`src/design/icache_pkg.sv`:
```
// shared geometry, address field types and bus structs of the instruction cache
`default_nettype none

package icache_pkg;

  // ----------------------------------------
  // geometry
  // ----------------------------------------
  localparam int XLEN       = 32;                 // word and address width
  localparam int LINE_BYTES = 16;
  localparam int WAYS       = 2;
  localparam int SETS       = 32;
  localparam int BURST_LEN  = LINE_BYTES / (XLEN / 8);  // beats per line fill
  localparam int OFF_BITS   = $clog2(LINE_BYTES);       // byte offset in line
  localparam int WSEL_BITS  = $clog2(BURST_LEN);        // word within line
  localparam int IDX_BITS   = $clog2(SETS);
  localparam int TAG_BITS   = XLEN - IDX_BITS - OFF_BITS;

  // ----------------------------------------
  // address and data types
  // ----------------------------------------
  typedef logic [XLEN-1:0]         addr_t;
  typedef logic [XLEN-1:0]         word_t;
  typedef logic [LINE_BYTES*8-1:0] line_t;     // word n at bits n*XLEN upward
  typedef logic [IDX_BITS-1:0]     idx_t;
  typedef logic [TAG_BITS-1:0]     tag_t;
  typedef logic [WSEL_BITS-1:0]    wsel_t;
  typedef logic [WAYS-1:0]         way_mask_t; // one-hot

  // bus request towards the memory side
  typedef struct packed {
    logic  stb;   // burst request, held until stb_ack
    addr_t adr;   // word address of the first beat
  } biu_req_t;

  // bus response
  typedef struct packed {
    logic  stb_ack; // burst accepted
    logic  ack;     // one beat valid
    logic  err;     // beat error, ends the burst
    addr_t adro;    // address of this beat
    word_t q;
  } biu_rsp_t;

  // ----------------------------------------
  // address field helpers
  // ----------------------------------------
  function automatic idx_t adr_idx(input addr_t a);
    return a[OFF_BITS +: IDX_BITS];
  endfunction

  function automatic tag_t adr_tag(input addr_t a);
    return a[XLEN-1 -: TAG_BITS];
  endfunction

  function automatic wsel_t adr_wsel(input addr_t a);
    return a[OFF_BITS-1 -: WSEL_BITS];
  endfunction

endpackage

`default_nettype wire

```
`src/design/icache_lookup.sv`:
```
// tag store per way with valid flops, flush clear and hit compare
`default_nettype none

module icache_lookup (
  input  logic                   clk_i,
  input  logic                   rst_ni,
  input  icache_pkg::idx_t       rd_idx_i,
  input  icache_pkg::tag_t       cmp_tag_i,
  input  logic                   wr_i,
  input  icache_pkg::way_mask_t  wr_way_i,
  input  icache_pkg::idx_t       wr_idx_i,
  input  icache_pkg::tag_t       wr_tag_i,
  input  logic                   flush_i,
  output logic                   hit_o,
  output icache_pkg::way_mask_t  hit_way_o
);

  import icache_pkg::*;

  logic [WAYS-1:0][SETS-1:0] valid_q;
  idx_t                      rd_idx_q;   // lines valid up with tag RAM output
  tag_t                      cmp_tag_q;
  idx_t                      ram_idx;
  tag_t                      tag_rd [WAYS];

  assign ram_idx = wr_i ? wr_idx_i : rd_idx_i;  // install wins the port

  // ----------------------------------------
  // valid bits
  // ----------------------------------------
  always_ff @(posedge clk_i or negedge rst_ni)
  begin
    if (!rst_ni)
    begin
      valid_q <= '0;
    end
    else if (flush_i)
    begin
      valid_q <= '0;  // whole cache in one cycle
    end
    else if (wr_i)
    begin
      for (int w = 0; w < WAYS; w++)
      begin
        if (wr_way_i[w])
        begin
          valid_q[w][wr_idx_i] <= 1'b1;
        end
      end
    end
  end

  always_ff @(posedge clk_i or negedge rst_ni)
  begin
    if (!rst_ni)
    begin
      rd_idx_q <= '0;
    end
    else
    begin
      rd_idx_q <= rd_idx_i;
    end
  end

  always_ff @(posedge clk_i)
  begin
    cmp_tag_q <= cmp_tag_i;
  end

  // ----------------------------------------
  // tag RAMs and compare
  // ----------------------------------------
  for (genvar w = 0; w < WAYS; w++)
  begin : g_way
    icache_ram #(
      .payload_t(tag_t)
    ) u_tag_ram (
      .clk_i  (clk_i),
      .addr_i (ram_idx),
      .we_i   (wr_i & wr_way_i[w]),
      .din_i  (wr_tag_i),
      .dout_o (tag_rd[w])
    );

    assign hit_way_o[w] = valid_q[w][rd_idx_q] & (tag_rd[w] == cmp_tag_q);
  end

  assign hit_o = |hit_way_o;

  // a line is only ever installed on a miss, so no set holds a tag twice
  a_hit_onehot: assert property (@(posedge clk_i) disable iff (!rst_ni)
    $onehot0(hit_way_o));

  // victim comes from the fill engine
  a_wr_onehot: assert property (@(posedge clk_i) disable iff (!rst_ni)
    wr_i |-> $onehot(wr_way_i));

endmodule

`default_nettype wire

```
`src/design/icache_ram.sv`:
```
// single-port synchronous RAM holding one payload word per cache set
`default_nettype none

module icache_ram #(
  parameter type payload_t = icache_pkg::word_t
) (
  input  logic              clk_i,
  input  icache_pkg::idx_t  addr_i,
  input  logic              we_i,
  input  payload_t          din_i,
  output payload_t          dout_o
);

  import icache_pkg::*;

  payload_t mem_q [SETS];  // one entry per set

  // write and registered read share the one port
  always_ff @(posedge clk_i)
  begin
    if (we_i)
    begin
      mem_q[addr_i] <= din_i;
    end
    dout_o <= mem_q[addr_i];  // old data on a write cycle
  end

endmodule

`default_nettype wire

```
`config.mk`:
```
export PLATFORM = sky130hd
export DESIGN_NAME = icache_lookup
export DESIGN_NICKNAME = d
export VERILOG_FILES = /design/src/design/icache_pkg.sv /design/src/design/icache_lookup.sv /design/src/design/icache_ram.sv
export SDC_FILE = /design/constraint.sdc
export NUM_CORES = 2
export LEC_CHECK = 0
export BUFFER_PORTS_ARGS = -buffer_cell sky130_fd_sc_hd__buf_2
export CORE_MARGIN = 4
export CORE_UTILIZATION = 55
export CTS_CLUSTER_DIAMETER = 100
export CTS_CLUSTER_SIZE = 40
export DETAILED_ROUTE_END_ITERATION = 8
export PLACE_DENSITY = 0.71
export SLEW_MARGIN = 0
export SYNTH_ARGS = -nofsm -noshare
export SYNTH_HDL_FRONTEND = slang
export SYNTH_SLANG_ARGS = --single-unit
```
`constraint.sdc`:
```
create_clock -name clk_i -period 6.44 [get_ports clk_i]
set_input_delay 1.288 -clock clk_i [delete_from_list [all_inputs] [get_ports clk_i]]
set_output_delay 1.288 -clock clk_i [all_outputs]
set_load 0.01 [all_outputs]
```
==> results.py <==
metrics = {
    "status": {
        "outcome": "finished, final reports clean",
    },
    "synthesis": {
        "synth_xor_area_frac": 0.00670,
        "synth-compound-area-share": 0.0305,
        "synthMuxAreaShare": 0.145,
        "syn_area_mm2": 0.0602,
        "synthDistinctLibCells": 37,
        "post-synth-top-area-fraction": 0.735,
        "synth_ff_type": "edfxtp_1",
        "yosys.area_share.adder": 0,
        "ys_async_sr_fraction": 0.0429,
        "synth_top_family_by_area": "multiplexers",
        "synthMostInstantiatedCell": "edfxtp_1",
        "ys_seq_elements": 1610,
        "ys_top_cells_by_area": "edfxtp_1, mux4_2, dfrtp_1",
        "avgSynthCellArea_um2": 22.1,
        "synth_warnings": 0,
        "yosys.area_share.simple": 0.0201,
        "synth_edf_count": 1472,
        "yosysTopAreaCell": "edfxtp_1",
        "synth_fp_nets": 2785,
        "ys_seq_area_frac": 0.786,
        "synth_common_cells": "edfxtp_1, mux4_2, a22oi_1",
        "postSynthCellCount": 2723,
    },
    "clock_tree": {
        "cts_tree": "done",
        "htreeDepth": 2,
        "cts_hold_buf": 0,
        "clockBufferDepth": 3,
        "cts.sinks": 1610,
        "clk_latency_ns": 0.68,
        "cts_buffers": 48,
        "cts_resized": 0,
        "post-cts-setup-buffers": 0,
        "root_buffer": "clkbuf_16",
        "clk_pin_slew_ns": 0.13,
    },
    "placed_design": {
        "port_buffers": 64,
        "hpwl_um": 85500,
        "placed_area_mm2": 0.0628,
        "gp_congestion": 0.888,
    },
    "power_and_ir_drop": {
        "power.leakage_nw": 19.6,
        "vdd.ir_drop.worst_mv": 0.203,
        "fin_total_pwr_mw": 17.4,
        "powerDensity_mw_per_mm2": 271,
    },
    "worst_setup_path": {
        "reg2reg_slack_ns": 4.75,
        "crit_required_ns": 5.15,
        "crit_fanout": 2,
        "crit_path_start_kind": "register",
        "crit_arrival_ns": 3.62,
        "path_class": "register to output port",
        "end_kind": "output port",
    },
    "cells_and_area": {
        "area_growth_syn_to_layout_pct": 6.97,
        "design_area_mm2": 0.0644,
        "final_net_count": 2829,
        "drive_above_1_share": 0.230,
    },
    "detailed_routing": {
        "vias_per_cell": 6.89,
        "first_pass_iters": 6,
        "drc": 0,
        "via_count": 29100,
        "routedWlPerCell_um": 35.3,
        "drtAntennaViolNets": 0,
        "routed_wl_um": 149000,
        "drtIter0Drc": 4575,
    },
    "sta": {
        "slew_violations": 0,
        "rsz0062_at_grt": "false",
        "worst_pin_slew_ns": 1.39,
        "whs_ns": 0.510,
        "period_share": 0.762,
        "tns_ns": 0,
        "hold_viol": 0,
        "setup_violations": 0,
        "fmax_mhz": 204,
        "relSlewSlack": 0.0706,
        "period_minus_slack_ns": 4.91,
        "skew_ns": 0.0248,
    },
    "grt": {
        "grt_antenna_before_repair": 5,
        "grt_first_pass_wirelength_um": 213000,
        "overflow": 0,
        "track_usage": 0.259,
        "grt_start_max_net_pins": 76,
        "grt_pass1_vias": 28800,
    },
    "flow_run": {
        "drv_cap": 0,
    },
    "floorplan": {
        "io_pins": 65,
        "row_count": 121,
        "start_util": 0.554,
        "core_area_mm2": 0.109,
        "die_w_um": 339,
        "die-area_mm2": 0.115,
        "die_h_um": 339,
    },
    "min_path": {
        "hp-class": "register to register",
    },
}
-- power breakdown --
group          internal, mW  switching, mW  total, mW
logic                 0.477          0.768       1.24
registers              11.5         0.0959       11.6
clock network          1.63           2.95       4.57
-- area by class of cell --
class	count	area [um2]
clock buffers	74	1370
clock inverters	12	181
multi-input cells	976	12700
well taps	1414	1770
fillers	7464	44300
flip-flops and latches	1610	47300
repair buffers	131	986
diodes	3	7.51
-- cell usage in the layout (no fill, tap or decap), types with 2 or more instances in the layout --
cell type  count
a21oi_4        8
clkbuf_16     51
mux4_2       374
nand3_1        9
and2_1         2
xor2_1        30
buf_12        13
xnor2_1       16
buf_2         64
clkinv_8       2
dfrtp_1       69
nand4_1       56
a22oi_1      189
inv_8          3
nand3b_1       3
nor2_4        64
nor2_1        77
nand2_1       22
clkbuf_1      22
nor4_1         7
edfxtp_1    1472
bufinv_16      2
a31oi_1        2
nor3_1         5
dfxtp_1       69
mux2i_4        2
mux2i_1       25
diode_2        3
a21oi_1       65
buf_4         54
nand2b_1       5
nor2b_1        5
-- flip-flops by register name, indices dropped and copies added (netlist names) --
| register | cells |
|---|---|
| cmp_tag_q | 23 |
| g_way.u_tag_ram.dout_o | 46 |
| rd_idx_q | 5 |
| g_way.u_tag_ram.mem_q | 1472 |
| valid_q | 64 |
-- path summary, 6_finish.rpt --
check / end / depth (start not counted) / startpoint
max in group asynchronous: valid_q[9] / 2 / rst_ni
min in group asynchronous: valid_q[56] / 2 / rst_ni
setup reg to reg: g_way[0].u_tag_ram.dout_o[19] / 3 / g_way[0].u_tag_ram.mem_q[24][19]
setup / recovery: hit_o / 7 / cmp_tag_q[10]
hold / removal: valid_q[59] / 2 / valid_q[59]
hold reg to reg: valid_q[59] / 2 / valid_q[59]
-- stage by stage --
step                 util  worst slack [ns]  instances
finish              0.592              1.53       4220
CTS                 0.592              1.65       4217
floorplan               -              2.78       2723
global placement    0.578              1.98       4131
global route        0.592              1.59       4217
detailed placement  0.578              1.95       4131
-- logic make-up after synthesis --
logic type,after synthesis
AO/OA/AOI/OAI,268
buffers and inverters,137
AND/OR/NAND/NOR,260
multiplexers,402
flip-flops,1610
XOR/XNOR,46
-- routing by layer --
| layer | wire [um] | GRT usage | vias up |
|---|---|---|---|
| met5 | 27 | 0 | - |
| met4 | 4800 | 0.0707 | 4 |
| met3 | 16200 | 0.0560 | 230 |
| met2 | 71200 | 0.404 | 1735 |
| met1 | 56800 | 0.378 | 15700 |
| li1 | - | - | 11500 |
-- critical path: stages, from the launching register on --
cell,delay (ns)
dfxtp_1,0.62
xor2_1,0.13
nor4_1,0.42
buf_4,0.23
nand4_1,0.23
nor3_1,0.92
a32o_1,0.24
buf_2,0.14
No activity file was read; power rests on OpenSTA's default activity.
