[src/design/icache_pkg.sv]
// shared geometry, address field types and bus structs of the instruction cache
`default_nettype none

package icache_pkg;

  // ----------------------------------------
  // geometry
  // ----------------------------------------
  localparam int XLEN       = 32;                 // word and address width
  localparam int LINE_BYTES = 16;
  localparam int WAYS       = 2;
  localparam int SETS       = 32;
  localparam int BURST_LEN  = LINE_BYTES / (XLEN / 8);  // beats per line fill
  localparam int OFF_BITS   = $clog2(LINE_BYTES);       // byte offset in line
  localparam int WSEL_BITS  = $clog2(BURST_LEN);        // word within line
  localparam int IDX_BITS   = $clog2(SETS);
  localparam int TAG_BITS   = XLEN - IDX_BITS - OFF_BITS;

  // ----------------------------------------
  // address and data types
  // ----------------------------------------
  typedef logic [XLEN-1:0]         addr_t;
  typedef logic [XLEN-1:0]         word_t;
  typedef logic [LINE_BYTES*8-1:0] line_t;     // word n at bits n*XLEN upward
  typedef logic [IDX_BITS-1:0]     idx_t;
  typedef logic [TAG_BITS-1:0]     tag_t;
  typedef logic [WSEL_BITS-1:0]    wsel_t;
  typedef logic [WAYS-1:0]         way_mask_t; // one-hot

  // bus request towards the memory side
  typedef struct packed {
    logic  stb;   // burst request, held until stb_ack
    addr_t adr;   // word address of the first beat
  } biu_req_t;

  // bus response
  typedef struct packed {
    logic  stb_ack; // burst accepted
    logic  ack;     // one beat valid
    logic  err;     // beat error, ends the burst
    addr_t adro;    // address of this beat
    word_t q;
  } biu_rsp_t;

  // ----------------------------------------
  // address field helpers
  // ----------------------------------------
  function automatic idx_t adr_idx(input addr_t a);
    return a[OFF_BITS +: IDX_BITS];
  endfunction

  function automatic tag_t adr_tag(input addr_t a);
    return a[XLEN-1 -: TAG_BITS];
  endfunction

  function automatic wsel_t adr_wsel(input addr_t a);
    return a[OFF_BITS-1 -: WSEL_BITS];
  endfunction

endpackage

`default_nettype wire

[src/design/icache_ctrl.sv]
// request FSM steering lookups, starting fills, installing lines and answering the CPU
`default_nettype none

module icache_ctrl (
  input  logic               clk_i,
  input  logic               rst_ni,
  input  logic               mem_req_i,
  input  icache_pkg::addr_t  mem_adr_i,
  output logic               mem_ack_o,
  output logic               mem_err_o,
  output icache_pkg::word_t  mem_q_o,
  input  logic               hit_i,
  input  icache_pkg::word_t  hit_word_i,
  output icache_pkg::idx_t   rd_idx_o,
  output icache_pkg::wsel_t  rd_wsel_o,
  output icache_pkg::tag_t   cmp_tag_o,
  output logic               fill_start_o,
  output icache_pkg::addr_t  fill_adr_o,
  input  logic               fill_done_i,
  input  logic               fill_err_i,
  input  icache_pkg::line_t  fill_line_i,
  output logic               wr_o,
  output icache_pkg::idx_t   wr_idx_o,
  output icache_pkg::tag_t   wr_tag_o
);

  import icache_pkg::*;

  typedef enum logic [1:0] {ARMED, FILL, RECOVER} ctrl_state_e;

  ctrl_state_e state_q;
  logic        pend_q;   // request accepted and not yet answered
  logic        err_q;    // RECOVER answers with an error
  addr_t       adr_q;
  line_t       line_q;   // filled line that feeds the miss answer
  addr_t       rd_adr;

  // live address on a request and the held one otherwise
  assign rd_adr    = mem_req_i ? mem_adr_i : adr_q;
  assign rd_idx_o  = adr_idx(rd_adr);
  assign rd_wsel_o = adr_wsel(rd_adr);
  assign cmp_tag_o = adr_tag(rd_adr);

  // ----------------------------------------
  // request FSM
  // ----------------------------------------
  always_ff @(posedge clk_i or negedge rst_ni)
  begin
    if (!rst_ni)
    begin
      state_q <= ARMED;
      pend_q  <= 1'b0;
      err_q   <= 1'b0;
    end
    else
    begin
      pend_q <= mem_req_i | (pend_q & ~mem_ack_o & ~mem_err_o);
      case (state_q)
        ARMED:
        begin
          if (fill_start_o)
          begin
            state_q <= FILL;
          end
        end
        FILL:
        begin
          if (fill_err_i || fill_done_i)
          begin
            state_q <= RECOVER;
            err_q   <= fill_err_i;
          end
        end
        RECOVER: state_q <= ARMED;  // RAM port free again
        default: state_q <= ARMED;
      endcase
    end
  end

  always_ff @(posedge clk_i)
  begin
    if (mem_req_i)
    begin
      adr_q <= mem_adr_i;
    end
    if (state_q == FILL && fill_done_i)
    begin
      line_q <= fill_line_i;
    end
  end

  assign fill_start_o = (state_q == ARMED) & pend_q & ~hit_i;  // miss seen
  assign fill_adr_o   = adr_q;

  // install in the done cycle into the way the fill engine chose
  assign wr_o     = (state_q == FILL) & fill_done_i;
  assign wr_idx_o = adr_idx(adr_q);
  assign wr_tag_o = adr_tag(adr_q);

  // ----------------------------------------
  // CPU responses
  // ----------------------------------------
  assign mem_ack_o = ((state_q == ARMED) & pend_q & hit_i) | ((state_q == RECOVER) & ~err_q);
  assign mem_err_o = (state_q == RECOVER) & err_q;
  assign mem_q_o   = (state_q == RECOVER) ? word_t'(line_q >> (adr_wsel(adr_q) * XLEN))
                                          : hit_word_i;

  a_one_req: assert property (@(posedge clk_i) disable iff (!rst_ni)
    mem_req_i |-> !pend_q);

  // every answer belongs to a pending request
  a_rsp_pend: assert property (@(posedge clk_i) disable iff (!rst_ni)
    (mem_ack_o || mem_err_o) |-> pend_q);

endmodule

`default_nettype wire

[config.mk]
export PLATFORM = sky130hd
export DESIGN_NAME = icache_ctrl
export DESIGN_NICKNAME = d
export VERILOG_FILES = /design/src/design/icache_pkg.sv /design/src/design/icache_ctrl.sv
export SDC_FILE = /design/constraint.sdc
export NUM_CORES = 1
export LEC_CHECK = 0
export ABC_AREA = 1
export BUFFER_PORTS_ARGS = -buffer_cell sky130_fd_sc_hd__buf_4
export CORE_MARGIN = 1.5
export CORE_UTILIZATION = 40
export CTS_BUF_LIST = sky130_fd_sc_hd__clkbuf_4 sky130_fd_sc_hd__clkbuf_8
export CTS_CLUSTER_DIAMETER = 40
export DETAILED_ROUTE_END_ITERATION = 12
export GPL_TIMING_DRIVEN = 0
export PLACE_DENSITY = 0.72
export RECOVER_POWER = 50
export SLEW_MARGIN = 20
export SYNTH_ARGS = -nofsm -noshare
export SYNTH_HDL_FRONTEND = slang
export SYNTH_SLANG_ARGS = --single-unit
[constraint.sdc]
create_clock -name clk_i -period 6.7 [get_ports clk_i]
set_clock_uncertainty 0.2 [all_clocks]
set_input_delay 0.335 -clock clk_i [delete_from_list [all_inputs] [get_ports clk_i]]
set_output_delay 0.335 -clock clk_i [all_outputs]
set_load 0.05 [all_outputs]
==> results.sh <==
export IMPL_ys_types=16
export IMPL_ys_warn_count=0
export IMPL_design_die_area_um2=19000
export IMPL_ir_drop_mv=0.198
export IMPL_drv_cap=1
export IMPL_dieHeight_um=138
export IMPL_max_freq_mhz=295
export IMPL_rsz0062_at_grt="false"
export IMPL_violations="capacitance limit, slew limit"
export IMPL_post_place_ws_ns=4.62
export IMPL_grt_max_degree=28
export IMPL_wl_um=25000
export IMPL_clock_sinks=164
export IMPL_slew_viol_final=18
export IMPL_antenna_found_initial=1
export IMPL_cts_root_buf="clkbuf_8"
export IMPL_die_x_um=138
export IMPL_cp_max_fo=21
export IMPL_vias=7025
export IMPL_drtPass1Iterations=5
export IMPL_slew_headroom_pct=-3.93
export IMPL_finalCritPeriodShare_pct=50.5
export IMPL_avgRoutedWirePerCell_um=16.2
export IMPL_gp_congestion=0.801
export IMPL_place_area_um2=10100
export IMPL_drc=0
export IMPL_postRouteAntennaNets=0
export IMPL_drtIter0Drc=308
export IMPL_cts_buffer_depth=2
export IMPL_portBuffers=323
export IMPL_setup_viol=0
export IMPL_cts_setup_buffers=0
export IMPL_holdCritPathClass="in2reg"
export IMPL_tightestPinTransition_ns=1.56
export IMPL_start_util_pct=40.5
export IMPL_rows=49
export IMPL_cp_required_ns=6.16
export IMPL_hold_viol_final=0
export IMPL_fin_tns_setup_ns=0
export IMPL_nets=1496
export IMPL_nFillCells=1355
export IMPL_grt_total_usage_pct=26.1
export IMPL_end_kind="primary output"
export IMPL_htree_levels=4
export IMPL_grt_pass1_vias=7053
export IMPL_dp_hpwl_um=16500
export IMPL_worst_setup_path_type="reg2out"
export IMPL_start_kind="flop"
export IMPL_post_route_min_period_ns=3.38
export IMPL_globalRoute_totalOverflow=0
export IMPL_grt_pass1_wl_um=36300
export IMPL_clk_latency_ns=0.45
export IMPL_io_pins=324
export IMPL_coreArea_um2=17900
export IMPL_drive_above_1_share_pct=29.1
export IMPL_numCtsBuffers=17
export IMPL_worst_slack_ns=3.32
export IMPL_routed_via_density=4.56
export IMPL_syn_area_um2=7260
export IMPL_syn_num_nets=982
export IMPL_critical_path_arrival_ns=2.85
export IMPL_p_per_area_nw_per_um2=291
export IMPL_fin_area_um2=12000
export IMPL_path_clk_slew_ns=0.09
export IMPL_cts_tree="yes"
export IMPL_seq_area_frac_synth_pct=63.4
export IMPL_synth_seq_cells=164
export IMPL_syn_instance_count=784
export IMPL_avgSynthCellArea_um2=9.26
export IMPL_syn_to_final_growth_pct=65.5
export IMPL_status="complete, but fails checks"
export IMPL_leakagePower_nw=5.94
==> metal layers <==
metal / up-vias / share of wire (%) / track usage (%)
li1: 3421 / - / -
met1: 3231 / 37 / 27.1
met2: 323 / 53 / 49.3
met3: 50 / 6.9 / 5.85
met4: 0 / 3.7 / 12.7
met5: - / 0 / 0
==> power breakdown <==
part | total (mW) | internal, mW | switching (mW)
Combinational | 1.45 | 0.488 | 0.965
Clock | 0.706 | 0.303 | 0.402
Sequential | 1.34 | 1.29 | 0.0543
==> cell usage in the layout, fill, tap and decap left out, drive strengths merged, types with 2 or more instances in the layout <==
cell	synthesis	routed
inv	138	144
clkinv	0	7
nand4	2	2
nand3	66	66
o21ai	5	5
dfxtp	30	30
edfxtp	130	130
nand2	345	345
dfrtp	4	4
dlygate4sd3	0	166
clkbuf	5	191
buf	56	216
nor2	2	2
==> what timing repair did <==
item	4_1_cts	5_1_grt
endpoints found under the setup margin	0	0
hold buffers	166	0
endpoints found under the hold margin	169	0
resized for setup	0	0
==> sequential cells by signal, indices dropped and copies added (netlist names) <==
| name | flops |
|---|---|
| line_q | 128 |
| fill_adr_o | 32 |
| state_q | 2 |
| err_q | 1 |
| pend_q | 1 |
==> metrics by stage <==
step	utilization, %	hold slack (ns)	power, mW	cells
after floorplan	-	-0.161	2.25	784
after global placement	55.7	-0.0685	2.70	1336
after detailed placement	56.6	-0.0660	2.75	1342
after CTS	68.0	0.0243	3.54	1540
after global routing	67.1	0.0593	3.66	1541
final	67.1	0.0536	3.50	1541
==> logic make-up after synthesis <==
kind of cell,Yosys count,share of synthesized area (%)
compound gates,6,0.448
buf+inv,199,13.4
flops,164,63.4
simple gates,415,22.7
==> worst max-delay path: stages, from the launching register on <==
cell	delay (ns)
dfrtp_1	0.41
inv_1	0.12
nand2_1	0.11
nor2_1	0.13
clkbuf_1	1.15
buf_16	0.25
buf_4	0.22
==> synthesized netlist by cell type, drive strengths merged <==
cell      n  area [um2]
nand2   345        1300
inv     138         518
edfxtp  130        3900
nand3    66         330
buf      56         437
dfxtp    30         601
clkbuf    5        18.8
o21ai     5        25.0
dfrtp     4         100
nand4     2        12.5
nor2      2        7.51
o31ai     1        7.51
==> worst paths after layout <==
kind	end	depth (start not counted)	slack, ns	startpoint
max in group asynchronous	pend_q$_DFF_PN0_	3	5.44	rst_ni
max	wr_o	6	3.32	state_q[1]$_DFFE_PN0P_
max reg2reg	line_q[109]$_DFFE_PP_	7	3.61	state_q[1]$_DFFE_PN0P_
min	pend_q$_DFF_PN0_	4	0.05	hit_i
min reg2reg	fill_adr_o[6]$_DFF_P_	2	0.30	fill_adr_o[6]$_DFF_P_
min in group asynchronous	state_q[1]$_DFFE_PN0P_	3	0.69	rst_ni
==> layout make-up <==
cell class | count | area [um2] | share of cell area (%)
clock inverters | 15 | 145 | 1.21
plain buffers | 61 | 453 | 3.77
multi-input cells | 421 | 1680 | 14.0
repair buffers | 495 | 4090 | 34.0
well taps | 229 | 287 | 2.39
flip-flops and latches | 164 | 4600 | 38.3
inverters | 138 | 518 | 4.31
diodes | 1 | 2.50 | 0.0208
clock buffers | 17 | 234 | 1.95
No activity file was read; power rests on OpenSTA's default activity.
