[src/design/icache_pkg.sv]
// shared geometry, address field types and bus structs of the instruction cache
`default_nettype none

package icache_pkg;

  // ----------------------------------------
  // geometry
  // ----------------------------------------
  localparam int XLEN       = 32;                 // word and address width
  localparam int LINE_BYTES = 16;
  localparam int WAYS       = 2;
  localparam int SETS       = 32;
  localparam int BURST_LEN  = LINE_BYTES / (XLEN / 8);  // beats per line fill
  localparam int OFF_BITS   = $clog2(LINE_BYTES);       // byte offset in line
  localparam int WSEL_BITS  = $clog2(BURST_LEN);        // word within line
  localparam int IDX_BITS   = $clog2(SETS);
  localparam int TAG_BITS   = XLEN - IDX_BITS - OFF_BITS;

  // ----------------------------------------
  // address and data types
  // ----------------------------------------
  typedef logic [XLEN-1:0]         addr_t;
  typedef logic [XLEN-1:0]         word_t;
  typedef logic [LINE_BYTES*8-1:0] line_t;     // word n at bits n*XLEN upward
  typedef logic [IDX_BITS-1:0]     idx_t;
  typedef logic [TAG_BITS-1:0]     tag_t;
  typedef logic [WSEL_BITS-1:0]    wsel_t;
  typedef logic [WAYS-1:0]         way_mask_t; // one-hot

  // bus request towards the memory side
  typedef struct packed {
    logic  stb;   // burst request, held until stb_ack
    addr_t adr;   // word address of the first beat
  } biu_req_t;

  // bus response
  typedef struct packed {
    logic  stb_ack; // burst accepted
    logic  ack;     // one beat valid
    logic  err;     // beat error, ends the burst
    addr_t adro;    // address of this beat
    word_t q;
  } biu_rsp_t;

  // ----------------------------------------
  // address field helpers
  // ----------------------------------------
  function automatic idx_t adr_idx(input addr_t a);
    return a[OFF_BITS +: IDX_BITS];
  endfunction

  function automatic tag_t adr_tag(input addr_t a);
    return a[XLEN-1 -: TAG_BITS];
  endfunction

  function automatic wsel_t adr_wsel(input addr_t a);
    return a[OFF_BITS-1 -: WSEL_BITS];
  endfunction

endpackage

`default_nettype wire

[src/design/icache_fill.sv]
// line fill engine running wrap bursts on the bus with LFSR victim choice
`default_nettype none

module icache_fill (
  input  logic                   clk_i,
  input  logic                   rst_ni,
  input  logic                   start_i,
  input  icache_pkg::addr_t      adr_i,
  output icache_pkg::biu_req_t   biu_req_o,
  input  icache_pkg::biu_rsp_t   biu_rsp_i,
  output icache_pkg::line_t      line_o,
  output logic                   done_o,
  output logic                   err_o,
  output icache_pkg::way_mask_t  victim_o
);

  import icache_pkg::*;

  typedef enum logic [1:0] {IDLE, WAIT4BIU, BURST} fill_state_e;

  fill_state_e state_q;
  addr_t       adr_q;      // word aligned start address
  wsel_t       cnt_q;      // remaining beats less one
  line_t       buf_q;
  logic [19:0] lfsr_q;
  way_mask_t   victim_q;
  logic        beat;

  assign beat = (state_q == BURST) & biu_rsp_i.ack;

  // ----------------------------------------
  // burst FSM
  // ----------------------------------------
  always_ff @(posedge clk_i or negedge rst_ni)
  begin
    if (!rst_ni)
    begin
      state_q  <= IDLE;
      cnt_q    <= '0;
      victim_q <= way_mask_t'(1);
    end
    else
    begin
      case (state_q)
        IDLE:
        begin
          if (start_i)
          begin
            state_q  <= WAIT4BIU;
            cnt_q    <= wsel_t'(BURST_LEN - 1);
            victim_q <= way_mask_t'(1) << lfsr_q[0];  // frozen for this fill
          end
        end
        WAIT4BIU:
        begin
          if (biu_rsp_i.stb_ack)
          begin
            state_q <= BURST;
          end
        end
        BURST:
        begin
          if (biu_rsp_i.err || (beat && cnt_q == '0))
          begin
            state_q <= IDLE;  // error ends the burst early
          end
          else if (beat)
          begin
            cnt_q <= cnt_q - 1'b1;
          end
        end
        default: state_q <= IDLE;
      endcase
    end
  end

  always_ff @(posedge clk_i)
  begin
    if (state_q == IDLE && start_i)
    begin
      adr_q <= {adr_i[XLEN-1:2], 2'b00};
    end
    if (beat)
    begin
      buf_q[adr_wsel(biu_rsp_i.adro)*XLEN +: XLEN] <= biu_rsp_i.q;  // wrap order
    end
  end

  // pseudo-random victim source that runs only between fills
  always_ff @(posedge clk_i or negedge rst_ni)
  begin
    if (!rst_ni)
    begin
      lfsr_q <= '0;
    end
    else if (state_q == IDLE)
    begin
      lfsr_q <= {lfsr_q[18:0], lfsr_q[19] ~^ lfsr_q[16]};
    end
  end

  // ----------------------------------------
  // outputs
  // ----------------------------------------
  assign biu_req_o.stb = (state_q == WAIT4BIU);
  assign biu_req_o.adr = adr_q;

  // last beat merged in so the line is whole with done_o
  always_comb
  begin
    line_o = buf_q;
    if (beat)
    begin
      line_o[adr_wsel(biu_rsp_i.adro)*XLEN +: XLEN] = biu_rsp_i.q;
    end
  end

  assign done_o   = beat & (cnt_q == '0);
  assign err_o    = (state_q == BURST) & biu_rsp_i.err;
  assign victim_o = victim_q;

  a_stb_hold: assert property (@(posedge clk_i) disable iff (!rst_ni)
    biu_req_o.stb && !biu_rsp_i.stb_ack |=> biu_req_o.stb && $stable(biu_req_o.adr));

  a_done_err: assert property (@(posedge clk_i) disable iff (!rst_ni)
    !(done_o && err_o));

endmodule

`default_nettype wire

[config.mk]
export PLATFORM = sky130hd
export DESIGN_NAME = icache_fill
export DESIGN_NICKNAME = d
export VERILOG_FILES = /design/src/design/icache_pkg.sv /design/src/design/icache_fill.sv
export SDC_FILE = /design/constraint.sdc
export NUM_CORES = 1
export LEC_CHECK = 0
export BUFFER_PORTS_ARGS = -buffer_cell sky130_fd_sc_hd__buf_2
export CORE_AREA = 2 2 123 125
export CTS_CLUSTER_SIZE = 20
export DETAILED_ROUTE_END_ITERATION = 10
export DIE_AREA = 0 0 125 127
export PLACE_DENSITY = 0.74
export SETUP_SLACK_MARGIN = 0.5
export SYNTH_ARGS = -nofsm -noshare
export SYNTH_HDL_FRONTEND = slang
export SYNTH_SLANG_ARGS = --single-unit
[constraint.sdc]
create_clock -name clk_i -period 2.2 [get_ports clk_i]
set_input_delay 0.11 -clock clk_i [delete_from_list [all_inputs] [get_ports clk_i]]
set_output_delay 0.11 -clock clk_i [all_outputs]
set_load 0.05 [all_outputs]
==> metrics.txt, run 1 <==
post-route design area=12,650 um2; yosys warns=0; r2r setup slk=0.51 ns; average routed wire per standard cell=25.57 um; cells after synthesis=611; top sig layer=met4; Net Sw Frac=0.3628; met2 wire length=15.40 mm; detailed placer's ending HPWL=12.40 mm; drt drc=0; number of synthesized register bits=184; total routed wirelength=29.56 mm; worst min-delay path class=in -> reg; total core area=14,420 um2; RSZ-0062 raised after global routing=yes; DR vias/cell=5.655; pin count of the biggest net entering global routing=33; Final Hold Fails=0; starting DRC count in detailed routing=431; number of routed nets with antenna violations=0; Fin Setup TNS=0 ns; Remaining Overflow, GRT=0; crit path time final=2.126 ns; Clock power frac=0.256; Port Buffers=232; CTS Buffer Depth=2; wire length on met1=10.15 mm; Mapped Area=6400 um2; WP data arrival=2.02 ns; sw power=4.105 mW; power share of the combinational group=0.367; full die area=15,880 um2; Final nets=1,065; Max Slew Vio Count=0; Netlist cell types=32; Startpoint Class=register; endpoints failing setup=0; Clk Latency, worst-skew pair=0.43 ns; worst clock skew=0.01158 ns; Slew Limit Headroom=0.6209; Initial Util=0.4437; die span in x=125 um; IO Pins=267; fillers=603; CTS tree=yes; CTS Buf Count=17; CP endpoint kind=primary output; # rows=44; power per cell area=894.8 nW/um2; Crit path required time=2.09 ns; vias in the first global route=6,559; synthesized area per cell=10.47 um2; CP max FO=15; Clk pin slew, worst setup/hold paths=0.07 ns; VDD IR max=0.6798 mV; Pint=7.212 mW; die height=127 um; Seq/Total Area, Yosys=0.6430; H-tree Lvls=4; routed via count=6,537; Flop pwr share=0.377; Area growth, synth to finish=97.61%; GP Congestion=0.7690; max cap viols=0; Slew @ Worst Pin=0.5686 ns; crit share post-route=0.9664; area post-placement=8861 um2; initial antenna violation count=2; critical path class=reg -> out; area of the multi-input gates=3625 um2; drt first pass iters=5; total global-route track usage=0.3038; first-pass GRT wire length=37.07 mm; CTS Sinks=184; status=complete, no violations; WL met3=2.058 mm; Root Buffer=clkbuf_16; Register Area=4116 um2; leakage=5.073 nW; share of layout cells above drive strength 1=0.5835; Max Clk Rate=470.4 MHz
[cells in the final DEF, fill, tap and decap left out, types with 2 or more instances in the layout]
master / instances
dfxtp_1: 128
nand2_1: 113
buf_2: 102
o21ai_4: 96
buf_6: 76
nand2_2: 71
dlygate4sd3_1: 66
buf_8: 65
edfxtp_1: 30
a22o_4: 24
dfrtp_1: 24
clkbuf_16: 23
mux2_2: 21
buf_16: 18
buf_4: 17
buf_12: 16
nand2_4: 9
a22o_2: 8
inv_1: 6
ha_1: 6
clkbuf_1: 6
clkinvlp_4: 4
a211oi_1: 4
nand4b_1: 3
nand3_1: 3
and3_1: 3
clkinv_2: 3
diode_2: 2
nor3b_4: 2
nor2_1: 2
o21ai_0: 2
conb_1: 2
[final timing paths]
kind / depth (start not counted) / end / from
max: 6 / line_o[78] / state_q[0]
min: 4 / state_q[0] / biu_rsp_i[66]
max in group asynchronous: 2 / state_q[1] / rst_ni
max reg2reg: 5 / adr_q[9] / state_q[0]
min in group asynchronous: 2 / victim_o[1] / rst_ni
min reg2reg: 1 / victim_o[0] / lfsr_q[0]
[critical path: stages (launching register included)]
cell      delay (ns)
dfrtp_1         0.40
nand4b_4        0.22
nor4_4          0.22
buf_4           0.20
buf_12          0.17
a22o_2          0.19
buf_6           0.17
[power groups by stage]
stage | Combinational [mW] | Clock [mW] | Sequential (mW)
finish | 4.15 | 2.90 | 4.27
global route | 4.28 | 3.04 | 4.31
CTS | 3.70 | 2.86 | 4.21
detailed placement | 3.05 | 0 | 4.27
global placement | 2.97 | 0 | 4.23
floorplan | 2.11 | 0 | 4.50
[synth_stat cells]
cell type / n / share of area
a211oi_1: 4 / 0.0047
a22o_1: 32 / 0.044
and2_1: 1 / 0.00098
and3_1: 3 / 0.0029
and3b_1: 1 / 0.0014
and4bb_2: 1 / 0.0020
buf_2: 9 / 0.0070
buf_4: 3 / 0.0035
buf_6: 4 / 0.0070
clkbuf_1: 25 / 0.015
conb_1: 1 / 0.00059
dfrtp_1: 25 / 0.098
dfstp_2: 1 / 0.0041
dfxtp_1: 128 / 0.40
edfxtp_1: 30 / 0.14
ha_1: 6 / 0.012
inv_1: 7 / 0.0041
mux2_2: 21 / 0.037
mux2i_1: 1 / 0.0016
nand2_1: 193 / 0.11
nand2b_1: 1 / 0.00098
nand3_1: 3 / 0.0023
nand4b_1: 3 / 0.0041
nand4b_4: 1 / 0.0037
nor2_1: 2 / 0.0012
nor2b_1: 2 / 0.0020
nor3b_2: 2 / 0.0039
nor4_4: 1 / 0.0033
o21ai_0: 84 / 0.066
o21ai_1: 14 / 0.011
or3b_2: 1 / 0.0014
xnor2_1: 1 / 0.0014
[kinds of logic after synthesis]
logic type / count (synthesis) / synth area share
and+or+nand+nor: 215 / 0.1433
DFF: 184 / 0.6430
AOI/OAI and AO/OA: 134 / 0.1251
buffers and inverters: 48 / 0.03636
muxes: 22 / 0.03851
adders and majority gates: 6 / 0.01173
other: 1 / 0.0005859
xor gates and xnor gates: 1 / 0.001369
[layer usage]
layer,vias up,track usage
met5,-,0
met4,0,0.1510
met3,142,0.06156
met2,396,0.5345
met1,3223,0.3552
li1,2776,-
[registers in the layout, summed over array words and instances, names as in the netlist]
signal    cells
adr_q        30
buf_q       128
cnt_q         2
lfsr_q       20
state_q       2
victim_o      2
[metrics by stage]
stage	util	hold WS, ns	power, mW	setup WS (ns)	std cells
6_report	0.8768	0.02380	11.32	0.07398	1156
5_1_grt	0.8768	0.05252	11.63	0.01678	1156
4_1_cts	0.8120	0.01330	10.77	0.1691	1132
3_5_place_dp	0.6143	0.1318	7.316	0.2359	1002
3_3_place_gp	0.6143	0.1093	7.200	0.2972	1002
2_1_floorplan	-	-0.1856	6.608	0.2118	612
[area by class of cell]
| cell class | count | share of cell area |
|---|---|---|
| sequential | 184 | 0.3255 |
| timing repair buffer | 366 | 0.3239 |
| multi-input combinational | 380 | 0.2866 |
| clock buffer | 24 | 0.03651 |
| tap | 184 | 0.01820 |
| clock inverter | 8 | 0.005936 |
| inverter | 7 | 0.002374 |
| timing repair inverter | 1 | 0.0005936 |
| antenna | 2 | 0.0003957 |
[repair_timing]
action                                  in CTS  in global routing
hold endpoints to repair                    90                  0
buffers inserted                            14                 13
gates cloned                                18                  9
pin swaps                                   26                 13
endpoints found under the setup margin     160                159
hold buffers                                66                  0
resized for setup                          342                153
Power figures use the tool's default switching activity.
==> run 2, diff against run 1 <==
--- a/config.mk
+++ b/config.mk
@@ -5,11 +5,12 @@
 export SDC_FILE = /design/constraint.sdc
 export NUM_CORES = 1
 export LEC_CHECK = 0
-export BUFFER_PORTS_ARGS = -buffer_cell sky130_fd_sc_hd__buf_2
+export BUFFER_PORTS_ARGS = -buffer_cell sky130_fd_sc_hd__buf_4
 export CORE_AREA = 2 2 123 125
 export CTS_CLUSTER_SIZE = 20
 export DETAILED_ROUTE_END_ITERATION = 10
 export DIE_AREA = 0 0 125 127
+export HOLD_SLACK_MARGIN = 0.02
 export PLACE_DENSITY = 0.74
 export SETUP_SLACK_MARGIN = 0.5
 export SYNTH_ARGS = -nofsm -noshare
==> run 2 against run 1 <==
Against the previous run: the run now ends with negative setup slack left; clock skew grew 0.0066 ns; die area is the same; utilization grew 6.3 points; first-iteration DRC count grew 110%; via count grew 13%; setup slack lost 0.23 ns; global-route usage grew 5.2 points; combinational power grew 11%; cell count grew 1.2%; wire length grew 34%; non-clock buffer count grew 15; largest power group is now combinational cells.
==> metrics.txt, run 2 (synthesis gave the netlist of run 1 again) <==
status=finished, violations left; failing checks=negative setup slack; total global-route track usage=0.3554 (+0.05157); GP Congestion=0.7601 (-1.2%); CTS Buffer Depth=2 (unchanged); vias in the first global route=7,165 (+9.2%); reg2reg path depth=4 (-1); final core occ=0.9400 (+0.06315); power per cell area=894.7 nW/um2 (about the same); Max Clk Rate=423.8 MHz (-9.9%); Clk pin slew, worst setup/hold paths=0.07 ns (about the same); Initial Util=0.4437 (unchanged); commonest non-fill, non-tap cell in the layout=dfxtp_1; worst clock skew=0.01820 ns (+0.006618 ns); total routed wirelength=39.51 mm (+34%); H-tree Lvls=4 (unchanged); die span in x=125 um (unchanged); fillers=348 (-42%); sw power=4.547 mW (+11%); FF-to-FF End=adr_q[9]; IO Pins=267 (unchanged); Final Hold Fails=0 (unchanged); drt first pass iters=5 (unchanged); post-route design area=13,560 um2 (+7.2%); die height=127 um (unchanged); Port Buffers=232 (unchanged); critical path class=in -> out; Clk Latency, worst-skew pair=0.45 ns (+0.02 ns); Clock power frac=0.261 (+0.005); pin count of the biggest net entering global routing=33 (unchanged); routed via count=7,382 (+13%); Net Sw Frac=0.3749 (+0.01210); VDD IR max=0.7906 mV (+16%); worst min-delay path class=in -> reg; CTS tree=yes; Crit path required time=2.09 ns (about the same); CTS Buf Count=17 (unchanged); average routed wire per standard cell=33.77 um (+32%); CP max FO=19 (+4); # rows=44 (unchanged); drt drc=0 (unchanged); area post-placement=9392 um2 (+6.0%); max cap viols=0 (unchanged); worst flop-to-flop path startpoint=state_q[0]; initial antenna violation count=1 (-1); crit path time final=2.359 ns (+0.2333 ns); Flop pwr share=0.361 (-0.016); Fin Setup TNS=-0.1751 ns (-0.1751 ns); Root Buffer=clkbuf_16; full die area=15,880 um2 (unchanged); pre-CTS setup slack=0.2069 ns (-0.02891 ns); Max Slew Vio Count=0 (unchanged); Hold Path Origin=biu_rsp_i[0]; starting DRC count in detailed routing=888 (+110%); Hold Path Depth=3 (-1); r2r setup slk=0.51 ns (about the same); share of layout cells above drive strength 1=0.6081 (+0.02462); DR vias/cell=6.309 (+12%); detailed placer's ending HPWL=12.59 mm (+1.5%); Reg with most FFs=buf_q; commonest cells after routing, fill and taps aside=128 x dfxtp_1, 124 x buf_4, 98 x nand2_1; Final nets=1,080 (+1.4%); CTS Sinks=184 (unchanged); leakage=5.440 nW (+7.2%); Pint=7.583 mW (+5.1%); setup ws final=-0.1594 ns (-0.2333 ns); Top Registers=buf_q x128, adr_q x30, lfsr_q x20; total core area=14,420 um2 (unchanged); CP endpoint kind=primary output; first-pass GRT wire length=42.65 mm (+15%); RSZ-0062 raised after global routing=yes; Remaining Overflow, GRT=0 (unchanged); WHS Endpoint=buf_q[64]; max reg flops=128 (unchanged); WP data arrival=2.25 ns (+0.23 ns); Startpoint Class=primary input; number of routed nets with antenna violations=0 (unchanged); Area growth, synth to finish=111.8%; endpoints failing setup=2 (+2); power share of the combinational group=0.378 (+0.011); crit share post-route=1.072 (+0.1061)
## run 2: changes by cell type in the layout (fill, tap and decap cells not counted), moves of 15 or more
cell / before / now
nand2_4: 9 / 38
buf_6: 76 / 50
buf_4: 17 / 124
buf_8: 65 / 90
nand2_1: 113 / 98
buf_2: 102 / 0
## run 2: cell type report
cell class	count	area, um2	share of cell area
diodes	1	2.502	0.0001846
clock buffers	26	521.8	0.03848
clock inverters	6	61.31	0.004522
inverters	7	30.03	0.002215
multi-input cells	380	3862	0.2849
flip-flops and latches	184	4118	0.3037
well taps	184	230.2	0.01698
repair buffers	381	4725	0.3485
repair inverters	1	7.507	0.0005537
## run 2: stage by stage
stage | power, mW | std cells | hold slack [ns]
floorplan | 6.608 | 612 | -0.1856
global placement | 7.445 | 1001 | 0.02337
detailed placement | 7.545 | 1001 | 0.02828
CTS | 11.32 | 1146 | 0.02431
global route | 12.31 | 1170 | 0.06030
finish | 12.13 | 1170 | 0.06582
## run 2: power by group through the flow
stage | sequential, mW | combinational, mW | clock [mW]
global placement | 4.25 | 3.20 | 0
global route | 4.41 | 4.65 | 3.26
finish | 4.38 | 4.59 | 3.16
CTS | 4.25 | 4.04 | 3.03
floorplan | 4.50 | 2.11 | 0
detailed placement | 4.28 | 3.26 | 0
## run 2: how the worst max path moves through the flow
stage / end / depth (start not counted) / slack [ns] / startpoint
final: line_o[109] / 8 / -0.16 / biu_rsp_i[34]
after global routing: line_o[109] / 8 / -0.1 / biu_rsp_i[34]
after CTS: line_o[83] / 7 / 0.18 / state_q[0]
after detailed placement: line_o[84] / 8 / 0.21 / biu_rsp_i[34]
after global placement: line_o[64] / 8 / 0.30 / biu_rsp_i[34]
after floorplan: buf_q[34] / 7 / 0.21 / biu_rsp_i[34]
## run 2: layer usage
metal | up-vias | track usage | part of all wire
met5 | - | 0 | 0
met4 | 0 | 0.2092 | 0.11
met3 | 318 | 0.08124 | 0.10
met2 | 712 | 0.6573 | 0.48
met1 | 3548 | 0.3686 | 0.32
li1 | 2804 | - | -
## run 2: worst max-delay path, stage by stage
cell,delay [ns]
buf_4,0.16
inv_1,0.15
ha_2,0.35
nor3b_4,0.24
buf_4,0.34
nand2_1,0.36
o21ai_4,0.33
buf_6,0.19
## run 2: what timing repair did
action / CTS / global route
hold buffers: 66 / 0
setup buffers: 28 / 14
resized for setup: 355 / 101
pin swaps: 28 / 27
setup endpoints to repair: 173 / 160
cloned: 19 / 9
hold endpoints to repair: 94 / 0
==> run 3, diff against run 2 <==
--- a/config.mk
+++ b/config.mk
@@ -7,11 +7,12 @@
 export LEC_CHECK = 0
 export BUFFER_PORTS_ARGS = -buffer_cell sky130_fd_sc_hd__buf_4
 export CORE_AREA = 2 2 123 125
-export CTS_CLUSTER_SIZE = 20
+export CTS_CLUSTER_SIZE = 30
 export DETAILED_ROUTE_END_ITERATION = 10
 export DIE_AREA = 0 0 125 127
 export HOLD_SLACK_MARGIN = 0.02
 export PLACE_DENSITY = 0.74
+export REMOVE_ABC_BUFFERS = 1
 export SETUP_SLACK_MARGIN = 0.5
 export SYNTH_ARGS = -nofsm -noshare
 export SYNTH_HDL_FRONTEND = slang
==> run 3 against run 2 <==
Against the previous run: the run now ends clean; power shrank 3.9%; non-clock buffer count is the same; combinational power shrank 11%; largest cell class unchanged; worst hold slack gained 0.017 ns; cell count shrank 0.26%; utilization shrank 8.6 points; critical path type is now reg -> out; highest routed layer unchanged.
==> metrics.txt, run 3 (synthesis gave the netlist of run 1 again) <==
met2 wire length=14.29 mm (-24%); drt drc=0 (unchanged); Root Buffer=clkbuf_16; number of routed nets with antenna violations=0 (unchanged); RSZ-0062 raised after global routing=yes; CTS tree=yes; WHS Endpoint=state_q[1]; crit share post-route=0.9676 (-0.1049); die height=127 um (unchanged); worst clock skew=0.01702 ns (-0.001175 ns); CTS Buffer Depth=2 (unchanged); Hold Path Origin=biu_rsp_i[65]; initial antenna violation count=0 (-1); endpoints failing setup=0 (-2); starting DRC count in detailed routing=458 (-48%); Clk Latency, worst-skew pair=0.44 ns (about the same); leakage=5.023 nW (-7.7%); top sig layer=met4; Clk pin slew, worst setup/hold paths=0.06 ns (about the same); die span in x=125 um (unchanged); drt first pass iters=5 (unchanged); total core area=14,420 um2 (unchanged); # rows=44 (unchanged); Reg with most FFs=buf_q; DR vias/cell=5.557 (-12%); VDD IR max=0.8151 mV (+3.1%); CP max FO=8 (-11); IO Pins=267 (unchanged); FF-to-FF End=buf_q[56]; total global-route track usage=0.2418 (-0.1136); CP startpoint=state_q[0]; commonest cells after routing, fill and taps aside=150 x buf_4, 132 x nand2_1, 128 x dfxtp_1; average routed wire per standard cell=23.56 um (-30%); Remaining Overflow, GRT=0 (unchanged); full die area=15,880 um2 (unchanged); Max Slew Vio Count=0 (unchanged); Crit path required time=2.09 ns (about the same); reg2reg path depth=8 (+4); share of layout cells above drive strength 1=0.5310 (-0.07709); wire length on met1=9.543 mm (-24%); WL met3=2.023 mm (-49%); GP Congestion=0.7611 (+0.13%); Area growth, synth to finish=92.43%; Final Power=11.66 mW (-3.9%); max cap viols=0 (unchanged); fillers=642 (+84%); Final nets=1,079 (-0.093%); first-pass GRT wire length=30.21 mm (-29%); Final Hold Fails=0 (unchanged); CTS Sinks=184 (unchanged); final antenna diode count=0 (-1); pin count of the biggest net entering global routing=61 (+85%); r2r setup slk=0.58 ns (+0.07 ns); Fin Setup TNS=0 ns (+0.1751 ns); max reg flops=128 (unchanged); routed via count=6,485 (-12%); worst min-delay path class=in -> reg; critical path class=reg -> out; power per cell area=946.8 nW/um2 (+5.8%); detailed placer's ending HPWL=11.10 mm (-12%); Max Clk Rate=469.8 MHz (+11%); total routed wirelength=27.49 mm (-30%); Initial Util=0.4437 (unchanged); H-tree Lvls=4 (unchanged); Hold Path Depth=4 (+1); commonest non-fill, non-tap cell in the layout=buf_4; Port Buffers=232 (unchanged); status=complete, no violations; Top Registers=buf_q x128, adr_q x30, lfsr_q x20; CP endpoint kind=primary output; worst flop-to-flop path startpoint=state_q[0]; Startpoint Class=register; vias in the first global route=5,720 (-20%); crit path time final=2.129 ns (-0.2307 ns); WP data arrival=2.02 ns (-0.23 ns); CTS Buf Count=17 (unchanged)
==> run 3: cell types whose count changed in the layout (fill, tap and decap cells not counted), sizes merged, moves of 2 or more <==
cell	before	now
clkinvlp	3	0
buf	307	301
clkinv	4	2
inv	6	12
==> run 3: power by group <==
group	internal [mW]	total, mW	switching (mW)
clock	1.93	3.32	1.39
sequential	3.99	4.27	0.272
combinational	1.62	4.08	2.46
total	7.54	11.7	4.12
==> run 3: metrics by stage <==
stage | hold WS (ns) | setup slack (ns) | instance area, um2 | utilization | std cells
after floorplan | -0.1856 | -1.442 | 6197 | - | 571
after global routing | 0.09561 | 0.02932 | 12320 | 0.8538 | 1167
after global placement | 0.03156 | 0.3158 | 8392 | 0.5818 | 1005
final | 0.08244 | 0.07130 | 12320 | 0.8538 | 1167
after CTS | 0.02262 | 0.1922 | 10420 | 0.7223 | 1119
after detailed placement | 0.03004 | 0.2328 | 8392 | 0.5818 | 1005
==> run 3: layer usage <==
layer | up-vias | track usage
met3 | 120 | 0.05570
li1 | 2789 | -
met5 | - | 0
met1 | 3177 | 0.2746
met2 | 399 | 0.4412
met4 | 0 | 0.09673
==> run 3: worst max path at each step <==
stage                             to  slack, ns  depth (start not counted)
after floorplan            buf_q[32]      -1.44                          2
after global placement     line_o[9]       0.32                          7
after detailed placement  line_o[17]       0.23                          7
after CTS                 line_o[73]       0.19                          6
after global routing       line_o[3]       0.03                          6
final                      line_o[3]       0.07                          6
==> run 3: worst max-delay path, stage by stage (launching register included) <==
cell and delay, ns:
dfrtp_2 0.43, nand4b_1 0.22, buf_6 0.17, buf_8 0.13, clkbuf_16 0.18, o21ai_1 0.26, buf_6 0.21
==> run 3: timing repair <==
item | in CTS | in global routing
buffers inserted | 13 | 27
endpoints found under the setup margin | 135 | 160
hold buffers | 67 | 0
pin swaps | 18 | 68
endpoints found under the hold margin | 178 | 0
resized for setup | 177 | 352
gates cloned | 3 | 21
==> run 3: area by class of cell <==
cell class,instances,area [um2],area share
Inverter,7,28.78,0.002337
Sequential cell,184,4118,0.3343
Clock buffer,22,518.0,0.04206
Multi-Input combinational cell,380,3164,0.2569
Clock inverter,9,121.4,0.009855
Timing Repair Buffer,381,4135,0.3358
Tap cell,184,230.2,0.01869
